## config.mk

```make
export PLATFORM = sky130hd
export DESIGN_NAME = dram_ctrl_top
export DESIGN_NICKNAME = d
export VERILOG_FILES = /design/src/dram_pkg.sv /design/src/dram_rst_gen.sv /design/src/dram_init_seq.sv /design/src/dram_refresh_timer.sv /design/src/dram_cmd_sched.sv /design/src/dram_ctrl_top.sv
export SDC_FILE = /design/constraint.sdc
export NUM_CORES = 1
export LEC_CHECK = 0
export BUFFER_PORTS_ARGS = -buffer_cell sky130_fd_sc_hd__buf_4
export CORE_UTILIZATION = 54
export CTS_CLUSTER_SIZE = 20
export DETAILED_ROUTE_END_ITERATION = 7
export PLACE_DENSITY = 0.76
export SLEW_MARGIN = 20
export SYNTH_ARGS = -nofsm -noshare
export SYNTH_HDL_FRONTEND = slang
export SYNTH_SLANG_ARGS = --single-unit
```

## constraint.sdc

```tcl
create_clock -name dram_clk_0 -period 4.3 [get_ports dram_clk_0]
set_input_delay 0.215 -clock dram_clk_0 [delete_from_list [all_inputs] [get_ports dram_clk_0]]
set_output_delay 0.215 -clock dram_clk_0 [all_outputs]
set_load 0.02 [all_outputs]
```

## src/dram_pkg.sv

```systemverilog
package dram_pkg;

  // geometry of the DDR2 part
  localparam int ROW_BITS  = 13;
  localparam int COL_BITS  = 10;
  localparam int BANK_BITS = 2;
  localparam int A10_BIT   = 10; // auto-precharge or all-banks select

  // timing in dram_clk_0 cycles at 250 MHz
  localparam int RST_STRETCH    = 8;
  localparam int T_INIT_WAIT    = 50000; // 200 us power-up wait
  localparam int T_MRD          = 2;
  localparam int T_RCD          = 3;
  localparam int T_RAS_TAIL     = 4;
  localparam int T_RP           = 3;
  localparam int T_RFC          = 26;
  localparam int T_REFI         = 1950; // 7.8 us refresh interval
  localparam int INIT_CMD_COUNT = 8;

  localparam int INIT_WAIT_W = $clog2(T_INIT_WAIT + 1);
  localparam int INIT_STEP_W = $clog2(INIT_CMD_COUNT + 1);
  localparam int REFI_W      = $clog2(T_REFI);
  localparam int GAP_W       = $clog2(T_RFC);

  // counter load and compare values sized to their counters
  localparam logic [INIT_WAIT_W-1:0] WAIT_POWERUP   = INIT_WAIT_W'(T_INIT_WAIT);
  localparam logic [INIT_WAIT_W-1:0] WAIT_MRD       = INIT_WAIT_W'(T_MRD - 1);
  localparam logic [INIT_STEP_W-1:0] INIT_LAST_STEP = INIT_STEP_W'(INIT_CMD_COUNT);
  localparam logic [REFI_W-1:0]      REFI_LAST      = REFI_W'(T_REFI - 1);
  localparam logic [GAP_W-1:0]       GAP_RCD        = GAP_W'(T_RCD - 1);
  localparam logic [GAP_W-1:0]       GAP_RAS        = GAP_W'(T_RAS_TAIL - 1);
  localparam logic [GAP_W-1:0]       GAP_RP         = GAP_W'(T_RP - 1);
  localparam logic [GAP_W-1:0]       GAP_RFC        = GAP_W'(T_RFC - 1);

  // mode register contents
  localparam logic [2:0] BURST_LEN_CODE = 3'd2; // burst length 4
  localparam logic [2:0] CAS_LAT        = 3'd4;
  localparam logic [2:0] WRITE_REC_CODE = 3'd2; // write recovery of 3 cycles

  // scheduler states
  localparam logic [2:0] ST_IDLE   = 3'd0;
  localparam logic [2:0] ST_ACT    = 3'd1;
  localparam logic [2:0] ST_ACCESS = 3'd2;
  localparam logic [2:0] ST_PRE    = 3'd3;
  localparam logic [2:0] ST_REF    = 3'd4;

  // value is the {ras_n, cas_n, we_n} pattern
  typedef enum logic [2:0] {
    CMD_MRS = 3'b000,
    CMD_REF = 3'b001,
    CMD_PRE = 3'b010,
    CMD_ACT = 3'b011,
    CMD_WR  = 3'b100,
    CMD_RD  = 3'b101,
    CMD_NOP = 3'b111
  } dram_cmd_e;

  typedef union packed {
    logic [ROW_BITS-1:0] row; // row address, or column in the low bits
    struct packed {
      logic       power_down;     // A12
      logic [2:0] write_recovery; // A11..A9
      logic       dll_reset;      // A8
      logic       test_mode;      // A7
      logic [2:0] cas_latency;    // A6..A4
      logic       burst_type;     // A3
      logic [2:0] burst_length;   // A2..A0
    } mode;
  } dram_addr_u;

endpackage

```

## src/dram_rst_gen.sv

```systemverilog
`timescale 1ns/1ps

module dram_rst_gen (
  input  logic dram_clk_0,
  input  logic reset_int,
  input  logic usr_rst,
  input  logic pll_locked,
  output logic dram_rst
);

  logic [dram_pkg::RST_STRETCH-1:0] rst_sr;
  logic                             rst_src;

  assign rst_src  = reset_int | usr_rst | ~pll_locked; // any source restarts the stretch
  assign dram_rst = rst_sr[dram_pkg::RST_STRETCH-1];

  // all ones while a source is active, then zeros walk up to the top bit
  always_ff @(posedge dram_clk_0) begin
    if (rst_src) begin
      rst_sr <= '1;
    end else begin
      rst_sr <= {rst_sr[dram_pkg::RST_STRETCH-2:0], 1'b0};
    end
  end

endmodule

```

## src/dram_init_seq.sv

```systemverilog
`timescale 1ns/1ps

module dram_init_seq (
  input  logic                             dram_clk_0,
  input  logic                             dram_rst,
  output dram_pkg::dram_cmd_e              init_cmd,
  output logic [dram_pkg::BANK_BITS-1:0]   init_ba,
  output dram_pkg::dram_addr_u             init_addr,
  output logic                             init_done
);

  logic [dram_pkg::INIT_WAIT_W-1:0] wait_cnt;
  logic [dram_pkg::INIT_STEP_W-1:0] step;
  logic                             fire;

  assign fire = (wait_cnt == '0) && (step < dram_pkg::INIT_LAST_STEP);

  always_ff @(posedge dram_clk_0) begin
    if (dram_rst) begin
      wait_cnt  <= dram_pkg::WAIT_POWERUP; // 200 us before the first command
      step      <= '0;
      init_done <= 1'b0;
    end else begin
      if (fire) begin
        step     <= step + 1'b1;
        wait_cnt <= dram_pkg::WAIT_MRD;
      end else if (wait_cnt != '0) begin
        wait_cnt <= wait_cnt - 1'b1;
      end
      if ((step == dram_pkg::INIT_LAST_STEP) && (wait_cnt == 1)) begin
        init_done <= 1'b1; // tMRD after the final MRS
      end
    end
  end

  // power-up list, one entry per step
  always_comb begin
    init_cmd  = dram_pkg::CMD_NOP;
    init_ba   = '0;
    init_addr = '0;
    if (fire) begin
      case (step)
        4'd0, 4'd5: begin
          init_cmd                         = dram_pkg::CMD_PRE;
          init_addr.row[dram_pkg::A10_BIT] = 1'b1; // precharge all banks
        end
        4'd1: begin
          init_cmd = dram_pkg::CMD_MRS;
          init_ba  = 2'd2; // EMR2
        end
        4'd2: begin
          init_cmd = dram_pkg::CMD_MRS;
          init_ba  = 2'd3; // EMR3
        end
        4'd3: begin
          init_cmd = dram_pkg::CMD_MRS; // EMR1 with DLL enabled
          init_ba  = 2'd1;
        end
        4'd4, 4'd7: begin
          init_cmd                      = dram_pkg::CMD_MRS;
          init_addr.mode.write_recovery = dram_pkg::WRITE_REC_CODE;
          init_addr.mode.dll_reset      = (step == 4'd4); // only the first MR write resets the DLL
          init_addr.mode.cas_latency    = dram_pkg::CAS_LAT;
          init_addr.mode.burst_length   = dram_pkg::BURST_LEN_CODE;
        end
        4'd6: begin
          init_cmd = dram_pkg::CMD_REF;
        end
        default: begin
          init_cmd = dram_pkg::CMD_NOP;
        end
      endcase
    end
  end

endmodule

```

## src/dram_refresh_timer.sv

```systemverilog
`timescale 1ns/1ps

module dram_refresh_timer (
  input  logic dram_clk_0,
  input  logic dram_rst,
  input  logic init_done,
  input  logic ref_ack,
  output logic ref_req
);

  logic [dram_pkg::REFI_W-1:0] refi_cnt;
  logic                        refi_tc;

  assign refi_tc = (refi_cnt == dram_pkg::REFI_LAST);

  always_ff @(posedge dram_clk_0) begin
    if (dram_rst) begin
      refi_cnt <= '0;
      ref_req  <= 1'b0;
    end else begin
      if (!init_done) begin
        refi_cnt <= '0; // interval starts when init completes
      end else if (refi_tc) begin
        refi_cnt <= '0;
      end else begin
        refi_cnt <= refi_cnt + 1'b1;
      end

      // a single request bit, so a late refresh is never owed twice
      if (ref_ack) begin
        ref_req <= 1'b0;
      end else if (init_done && refi_tc) begin
        ref_req <= 1'b1;
      end
    end
  end

endmodule

```

## src/dram_cmd_sched.sv

```systemverilog
`timescale 1ns/1ps

module dram_cmd_sched (
  input  logic                           dram_clk_0,
  input  logic                           dram_rst,
  input  logic                           init_done,
  input  dram_pkg::dram_cmd_e            init_cmd,
  input  logic [dram_pkg::BANK_BITS-1:0] init_ba,
  input  dram_pkg::dram_addr_u           init_addr,
  input  logic                           ref_req,
  output logic                           ref_ack,
  input  logic                           usr_rd_req,
  input  logic                           usr_wr_req,
  input  logic [dram_pkg::BANK_BITS-1:0] usr_bank,
  input  logic [dram_pkg::ROW_BITS-1:0]  usr_row,
  input  logic [dram_pkg::COL_BITS-1:0]  usr_col,
  output logic                           usr_ready,
  output logic                           ras_n,
  output logic                           cas_n,
  output logic                           we_n,
  output logic [dram_pkg::BANK_BITS-1:0] ba,
  output dram_pkg::dram_addr_u           addr
);

  logic [2:0]                     state;
  logic [dram_pkg::GAP_W-1:0]     gap_cnt;
  logic                           rdy_q;
  logic                           accept;
  logic [dram_pkg::BANK_BITS-1:0] lat_bank;
  logic [dram_pkg::COL_BITS-1:0]  lat_col;
  logic                           lat_wr;
  dram_pkg::dram_cmd_e            sched_cmd;
  logic [dram_pkg::BANK_BITS-1:0] sched_ba;
  dram_pkg::dram_addr_u           sched_addr;
  dram_pkg::dram_cmd_e            pin_cmd;

  assign usr_ready = rdy_q & ~ref_req & ~dram_rst; // a pending refresh wins over user traffic
  assign accept    = usr_ready & (usr_rd_req | usr_wr_req);

  always_ff @(posedge dram_clk_0) begin
    if (dram_rst) begin
      state   <= dram_pkg::ST_IDLE;
      gap_cnt <= '0;
      rdy_q   <= 1'b0;
      ref_ack <= 1'b0;
    end else begin
      ref_ack <= 1'b0;
      if (gap_cnt != '0) begin
        gap_cnt <= gap_cnt - 1'b1;
      end
      case (state)
        dram_pkg::ST_IDLE: begin
          rdy_q <= init_done;
          if (ref_req) begin
            state   <= dram_pkg::ST_REF;
            gap_cnt <= dram_pkg::GAP_RFC;
            rdy_q   <= 1'b0;
            ref_ack <= 1'b1; // high in the same cycle REFRESH is on the pins
          end else if (accept) begin
            state   <= dram_pkg::ST_ACT;
            gap_cnt <= dram_pkg::GAP_RCD;
            rdy_q   <= 1'b0;
          end
        end
        dram_pkg::ST_ACT: begin
          if (gap_cnt == '0) begin
            state   <= dram_pkg::ST_ACCESS;
            gap_cnt <= dram_pkg::GAP_RAS;
          end
        end
        dram_pkg::ST_ACCESS: begin
          if (gap_cnt == '0) begin
            state   <= dram_pkg::ST_PRE;
            gap_cnt <= dram_pkg::GAP_RP;
          end
        end
        dram_pkg::ST_PRE, dram_pkg::ST_REF: begin
          if (gap_cnt == '0) begin
            state <= dram_pkg::ST_IDLE;
            rdy_q <= 1'b1;
          end
        end
        default: begin
          state <= dram_pkg::ST_IDLE;
        end
      endcase
    end
  end

  // request fields held for the column and precharge commands
  always_ff @(posedge dram_clk_0) begin
    if (accept) begin
      lat_bank <= usr_bank;
      lat_col  <= usr_col;
      lat_wr   <= usr_wr_req;
    end
  end

  always_comb begin
    sched_cmd  = dram_pkg::CMD_NOP;
    sched_ba   = lat_bank;
    sched_addr = '0;
    case (state)
      dram_pkg::ST_IDLE: begin
        if (ref_req) begin
          sched_cmd = dram_pkg::CMD_REF;
        end else if (accept) begin
          sched_cmd      = dram_pkg::CMD_ACT;
          sched_ba       = usr_bank;
          sched_addr.row = usr_row;
        end
      end
      dram_pkg::ST_ACT: begin
        if (gap_cnt == '0) begin
          sched_cmd      = lat_wr ? dram_pkg::CMD_WR : dram_pkg::CMD_RD;
          sched_addr.row = {{(dram_pkg::ROW_BITS - dram_pkg::COL_BITS){1'b0}}, lat_col}; // A10 low
        end
      end
      dram_pkg::ST_ACCESS: begin
        if (gap_cnt == '0) begin
          sched_cmd = dram_pkg::CMD_PRE; // single bank since A10 stays low
        end
      end
      default: begin
        sched_cmd = dram_pkg::CMD_NOP;
      end
    endcase
  end

  assign pin_cmd = init_done ? sched_cmd : init_cmd;

  always_ff @(posedge dram_clk_0) begin
    if (dram_rst) begin
      {ras_n, cas_n, we_n} <= dram_pkg::CMD_NOP;
      ba                   <= '0;
      addr                 <= '0;
    end else begin
      {ras_n, cas_n, we_n} <= pin_cmd; // enum value is the pin pattern
      ba                   <= init_done ? sched_ba : init_ba;
      addr                 <= init_done ? sched_addr : init_addr;
    end
  end

endmodule

```

## src/dram_ctrl_top.sv

```systemverilog
`timescale 1ns/1ps

module dram_ctrl_top (
  input  logic                           dram_clk_0,
  input  logic                           reset_int,
  input  logic                           pll_locked,
  input  logic                           usr_rst,
  input  logic                           usr_rd_req,
  input  logic                           usr_wr_req,
  input  logic [dram_pkg::BANK_BITS-1:0] usr_bank,
  input  logic [dram_pkg::ROW_BITS-1:0]  usr_row,
  input  logic [dram_pkg::COL_BITS-1:0]  usr_col,
  output logic                           dram_rst,
  output logic                           init_done,
  output logic                           usr_ready,
  output logic                           ras_n,
  output logic                           cas_n,
  output logic                           we_n,
  output logic [dram_pkg::BANK_BITS-1:0] ba,
  output dram_pkg::dram_addr_u           addr
);

  dram_pkg::dram_cmd_e            init_cmd;
  logic [dram_pkg::BANK_BITS-1:0] init_ba;
  dram_pkg::dram_addr_u           init_addr;
  logic                           ref_req;
  logic                           ref_ack;

  dram_rst_gen u_rst_gen (
    .dram_clk_0 (dram_clk_0),
    .reset_int  (reset_int),
    .usr_rst    (usr_rst),
    .pll_locked (pll_locked),
    .dram_rst   (dram_rst)
  );

  dram_init_seq u_init_seq (
    .dram_clk_0 (dram_clk_0),
    .dram_rst   (dram_rst),
    .init_cmd   (init_cmd),
    .init_ba    (init_ba),
    .init_addr  (init_addr),
    .init_done  (init_done)
  );

  dram_refresh_timer u_refresh_timer (
    .dram_clk_0 (dram_clk_0),
    .dram_rst   (dram_rst),
    .init_done  (init_done),
    .ref_ack    (ref_ack),
    .ref_req    (ref_req)
  );

  dram_cmd_sched u_cmd_sched (
    .dram_clk_0 (dram_clk_0),
    .dram_rst   (dram_rst),
    .init_done  (init_done),
    .init_cmd   (init_cmd),
    .init_ba    (init_ba),
    .init_addr  (init_addr),
    .ref_req    (ref_req),
    .ref_ack    (ref_ack),
    .usr_rd_req (usr_rd_req),
    .usr_wr_req (usr_wr_req),
    .usr_bank   (usr_bank),
    .usr_row    (usr_row),
    .usr_col    (usr_col),
    .usr_ready  (usr_ready),
    .ras_n      (ras_n),
    .cas_n      (cas_n),
    .we_n       (we_n),
    .ba         (ba),
    .addr       (addr)
  );

endmodule

```

* After elaboration in Yosys (flattened, before gate mapping) *
Cells that the tools add are included.

word-level totals
  word-level logic and storage cells = 125
  input port bits = 31
  bits in read-only memories = 0
  bits in latches = 0
  memory bits (writable) = 0
  flip-flop bits (word level) = 82
  output and inout bits = 21
  memories = 0

cells by class
  div/mod/pow operators = 0
  equality and inequality tests = 18
  reductions and logical operators = 23
  muxes and demuxes = 47
  magnitude comparators = 1
  shift-type cells = 0
  add/sub/neg operators = 4
  multipliers = 0
  bitwise operators = 11

operators with widths
  operator                                                number
  2-to-1 mux 3 bit                                        15
  2-to-1 mux 16 bit                                       2
  2-to-1 mux 13 bit                                       2
  case mux 13 bit (2 select lines)                        1
  2-to-1 mux 5 bit                                        5
  case mux 3 bit (3 select lines)                         2
  == test 16 x 1 -> 1 bit (second input constant)         1
  == test 4 x 3 -> 1 bit (second input constant)          4
  logical NOT 16 bit                                      1
  nonzero test 16 bit                                     1
  subtractor 16 x 1 -> 16 bit (second input constant)     1
  case mux 5 bit (3 select lines)                         1
  OR reduction 2 bit                                      7
  2-to-1 mux 12 bit                                       1
  2-to-1 mux 2 bit                                        6
  case mux 3 bit (4 select lines)                         1
  adder 11 x 1 -> 11 bit (second input constant)          1
  == test 11 bit (second input constant)                  1
  2-to-1 mux 10 bit                                       1
  == test 4 x 2 -> 1 bit (second input constant)          2
  2-to-1 mux 1 bit                                        8
  == test 3 x 2 -> 1 bit (second input constant)          2
  inequality test 2 x 1 -> 1 bit (second input constant)  3
  case mux 2 bit (3 select lines)                         1
  23 further kinds                                        34

* Depth between registers and ports, before layout *
  depth in word-level cells = 8
  depth in mapped cells = 9
  depth with buffers taken out = 9

* Cells and area by module *
From an unflattened synthesis, not the netlist that was laid out.

unflattened totals
  cells, all modules = 417
  area total of the unflattened synthesis = 3822.4 µm²

modules (own cells, without submodules)
  module              area each (µm²)  times used  seq. area each (µm²)  cells each
  dram_cmd_sched      1791.7           1           930.9                 187
  dram_init_seq       1261.2           1           420.4                 155
  dram_refresh_timer  530.5            1           240.2                 59
  dram_rst_gen        239.0            1           160.2                 16

* Worst setup path after synthesis *
OpenSTA, ideal clock, no wires.

  path kind = flip-flop to flip-flop
  start = register u_rst_gen.rst_sr[7] in the netlist's numbering
  end = register u_cmd_sched.gap_cnt[1] in the netlist's numbering
  library setup time = 114 ps
  buffers on the path = 1
  data arrival time = 2252 ps
  cell stages (with the launch flop) = 6
  required time = 4186 ps
  period minus slack after synthesis = 2366 ps
  slack = 1934 ps
  path through = dfxtp_1 clkbuf_1 or3b_2 nor2_1 o31ai_1 a2111oi_0

between the ends
  longest elaborated chain between the ends = 6

ends and longest elaborated chain
  element                          RTL line              text
  from (decl)                      dram_rst_gen.sv:11    logic [dram_pkg::RST_STRETCH-1:0] rst_sr;
  from (signal assigned)           dram_rst_gen.sv:22    rst_sr <= {rst_sr[dram_pkg::RST_STRETCH-2:0], 1'b0};
  NOT 1 bit                        dram_cmd_sched.sv:37  assign usr_ready = rdy_q & ~ref_req & ~dram_rst;
  bitwise AND 1 bit                dram_cmd_sched.sv:37
  bitwise AND 1 bit                dram_cmd_sched.sv:38  assign accept = usr_ready & (usr_rd_req | usr_wr_req);
  net u_cmd_sched.accept           dram_cmd_sched.sv:28  logic accept;
  2-to-1 mux 5 bit                 dram_cmd_sched.sv:59  end else if (accept) begin
  2-to-1 mux 5 bit                 dram_cmd_sched.sv:54  if (ref_req) begin
  case mux 5 bit (3 select lines)  dram_cmd_sched.sv:51  case (state)
  to (signal assigned)             dram_cmd_sched.sv:49  gap_cnt <= gap_cnt - 1'b1;
  to (signal assigned)             dram_cmd_sched.sv:56  gap_cnt <= dram_pkg::GAP_RFC;
  to (signal assigned)             dram_cmd_sched.sv:61  gap_cnt <= dram_pkg::GAP_RCD;
  to (decl)                        dram_cmd_sched.sv:26  logic [dram_pkg::GAP_W-1:0] gap_cnt;

The timed path passes the listed nets, and every way through them passes these cells.
A chain may end at the register's enable or synchronous reset.

* Final worst setup path *
  start = register u_cmd_sched.gap_cnt[0] in the netlist's numbering
  end = register u_cmd_sched.addr[4] in the netlist's numbering

between the ends
  longest elaborated chain between the ends = 4

ends and longest elaborated chain
  element                           RTL line               text
  logical NOT 5 bit                 dram_cmd_sched.sv:114  if (gap_cnt == '0) begin
  2-to-1 mux 10 bit                 dram_cmd_sched.sv:114
  case mux 13 bit (2 select lines)  dram_cmd_sched.sv:103  case (state)
  2-to-1 mux 12 bit                 dram_cmd_sched.sv:140  addr <= init_done ? sched_addr : init_addr;
  to (signal assigned)              dram_cmd_sched.sv:140
  to (decl)                         dram_cmd_sched.sv:22   output dram_pkg::dram_addr_u addr

No other way between the ends.

==> summary.txt <==
CTS
  – Clock Latency Late Sink: around 350 ps
  – CTS tree: done
  – Longest Clk Path Bufs: 2
  – Root Buffer: clkbuf_8
  – CTS Buf Count: 9
  – Reg clk slew, reported paths: roughly 80 ps
  – Clock sink count: slightly above 80
  – Hold Buf Count CTS: 0
  – Post-CTS Setup Repair Bufs: 0
  – Post-CTS resize count: 0
  – Number of H-tree levels: 3

Yosys
  – Yosys cell types: 54
  – Syn nets: 432
  – Mean Syn Cell Area: between 9 and 10 um2
  – EDFF count, synth: 11
  – Largest area contributor in the netlist: dfxtp_1
  – Sequential area share after synthesis: about half
  – #FFs+latches synth: 82
  – Synth async-reset ratio: 0%
  – Mapped cell area: ~3600 um2
  – Synth top area share: roughly two fifths
  – YS warnings: 0
  – Area contributors post-synth: dfxtp_1, edfxtp_1, ha_1
  – Dominant synthesized flop cell: dfxtp_1
  – Syn Inst Count: ~390

Cells and area
  – Design area: between 4000 and 5000 um2
  – Area Overhead vs Synth: 16.74%
  – Ant. Diodes: 0
  – Most frequent cells in the layout: dfxtp_1, buf_4, nor2_1, a21oi_1, o21ai_0
  – # fillers: 544
  – Post-layout util: 66.01%
  – FF/Latch Area: approximately 1800 um2
  – Layout cell share with drive strength beyond 1: around a fifth
  – Multi-input gate area: between 1500 and 2000 um2
  – Nets: around 480
  – Most common cell after layout, fill and taps aside: dfxtp_1

Routing
  – Top Metal Used: met4
  – Met2 WL post-DR: between 3000 and 4000 um
  – Met3 WL: around 320 um
  – Iteration-0 DRC count of the detailed router: about 220
  – DRT Wirelength: 7606 um
  – Metal-1 WL: 3531 um
  – Routed Antenna Nets: 0
  – DR vias/cell: between 5 and 6
  – Pre-antenna DRT Iters: 4
  – DRC: 0
  – Per-cell routed wire length: between 10 and 15 um
  – Vias: 3039

Job
  – Max Cap Viol: 0

Power
  – Clock share of power: a little under 40%
  – Sequential Power Share: 59.3%
  – Sw frac: 20.61%
  – Switching power: 0.2702 mW
  – Combinational share of power: 2.1%
  – Leak pwr: between 1.5 and 2 nW
  – Pwr/cell area: between 300 and 400 nW/um2
  – Worst vdd ir: a little over 300 uV
  – Internal cell power: around 1.0 mW

Timing
  – Fin. Hold Viols: 0
  – Final Skew: 8.154 ps
  – Max Slew Vio Count: 0
  – Fin crit period: 2652 ps
  – Max Clock Freq: 0.3770 GHz
  – Worst hold margin: 33.92 ps
  – Final TNS setup: 0 ps
  – Final setup vio count: 0
  – Worst slew margin: about two fifths
  – Final period util: between 60% and 70%
  – Final setup margin: about 1600 ps
  – Unrepaired setup endpoints after global routing: no
  – Worst slew pin tran: 913.6 ps

Setup path
  – Largest stage delay, worst path: roughly 760 ps
  – Cell at the slowest stage of the critical path: nor4b_2
  – CP cell instances: inv_1, ha_1, nor4b_2, inv_2, nor3_1, a22oi_1, nor2_1
  – R2r startpoint: u_cmd_sched.gap_cnt[0]
  – CP Launch Type: register
  – CP Data Arrival Time: 2940 ps
  – R2r setup slk: roughly 1600 ps
  – Crit path max fanout: 10
  – Reg2reg path depth: 7
  – CP Capture Type: register
  – Critical path data required time: between 4000 and 5000 ps
  – R2R Path End: u_cmd_sched.addr[4]
  – Kind of critical path: reg -> reg

Place
  – DP Wirelength: around 5400 um
  – Cell Area, Placed: 4035 um2
  – DP Worst Slack: 1684 ps
  – Routability cong.: approximately 0.88
  – Port-buffer cells: 51

Min path
  – Hold Path Depth: 1
  – Hold worst-path end: u_cmd_sched.lat_col[8]
  – Hold WC Path Type: in -> reg
  – Hold_sp: usr_col[8]

Die
  – Chip Height: between 80 and 90 um
  – Ports: 52
  – Initial Utilization: about 57%
  – Rows: 29
  – Core Footprint: 6386 um2
  – Die W: around 84 um
  – Die area: approximately 7000 um2

Global route
  – Vias in the first global route: about 2800
  – Overall Global Routing Usage: between 20% and 30%
  – Antenna violations before repair: 0
  – GRT overflow: 0
  – First-pass GRT wire length: 12700 um
  – Largest net degree at the start of global routing: 28

Status
  – Outcome: completed
==> worst max path at each step <==
stage,from,to,slack (ps),depth (start not counted)
after floorplan,u_rst_gen.rst_sr[7],u_cmd_sched.gap_cnt[1],1930,5
after global placement,u_init_seq.wait_cnt[0],u_init_seq.wait_cnt[1],1730,6
after detailed placement,u_init_seq.wait_cnt[0],u_init_seq.wait_cnt[1],1680,6
after CTS,u_init_seq.wait_cnt[0],u_init_seq.wait_cnt[10],1670,6
after global routing,u_cmd_sched.gap_cnt[0],u_cmd_sched.addr[5],1440,7
final,u_cmd_sched.gap_cnt[0],u_cmd_sched.addr[4],1650,7
==> worst max-delay path: cells and delay by family (launching register included) <==
kind                     cells  cell delay [ps]
flip-flops                   1              340
buffers and inverters        2              300
AO/OA/AOI/OAI                1              150
AND/OR/NAND/NOR              3             1590
adder cells (fa/ha/maj)      1              200
==> cell usage after synthesis (all sizes together) (2+ instances only) <==
cell type,number
dfxtp,71
mux2i,2
nand4,7
or2,3
a31oi,6
o21ai,19
a22oi,7
and4,2
nand3b,2
o21a,2
a21o,2
a41oi,2
nand3,15
inv,17
nor2,39
or3,8
nor4,7
nor3,13
o31ai,11
a211oi,3
ha,12
clkbuf,17
a21oi,25
and2,2
a32oi,3
buf,3
edfxtp,11
xnor2,2
nor2b,7
and3,7
or4,12
nand2,13
or3b,2
xor2,10
nand2b,9
mux2,3
==> cell families (layout without fill, tap and decap cells) <==
group,Yosys count,count (layout),share of synthesized area (%)
flops,82,82,48.51
xor+xnor,12,12,2.911
compound gates,87,87,15.21
buf+inv,37,87,3.915
fa+ha+maj,12,12,4.158
mux,5,5,1.490
simple gates,154,154,23.80
==> per-layer routing <==
metal	vias up	track usage, %
li1	1513	-
met1	1453	28.29
met3	10	6.627
met4	0	8.475
met2	63	37.84
met5	-	0
==> registers in the layout, summed over array words and instances (netlist names), 2 cells and up <==
name	count
u_rst_gen.rst_sr	8
u_cmd_sched.ba	2
u_cmd_sched.addr	13
u_cmd_sched.state	3
u_init_seq.wait_cnt	16
u_cmd_sched.lat_col	10
u_cmd_sched.gap_cnt	5
u_init_seq.step	4
u_cmd_sched.lat_bank	2
u_refresh_timer.refi_cnt	11
==> power by group through the flow <==
stage / Sequential [mW] / Clock [mW] / Combinational, mW
6_report: 0.777 / 0.506 / 0.0278
5_1_grt: 0.778 / 0.549 / 0.0302
4_1_cts: 0.777 / 0.520 / 0.0281
3_5_place_dp: 0.795 / 0 / 0.0279
3_3_place_gp: 0.795 / 0 / 0.0275
2_1_floorplan: 0.795 / 0 / 0.00585
==> metrics by stage <==
stage | power, mW | instances
floorplan | 0.8010 | 389
global placement | 0.8227 | 500
detailed placement | 0.8232 | 500
CTS | 1.325 | 516
global route | 1.357 | 516
finish | 1.311 | 516
==> cell type report <==
cell class | instances | area share [%]
inverter | 17 | 1.514
clock buffer | 12 | 3.710
sequential | 82 | 41.56
clock inverter | 4 | 0.5640
multi-input combinational | 270 | 40.75
timing repair buffer | 54 | 9.617
tap | 77 | 2.286
Note: power is estimated with default switching activity, not from simulation.
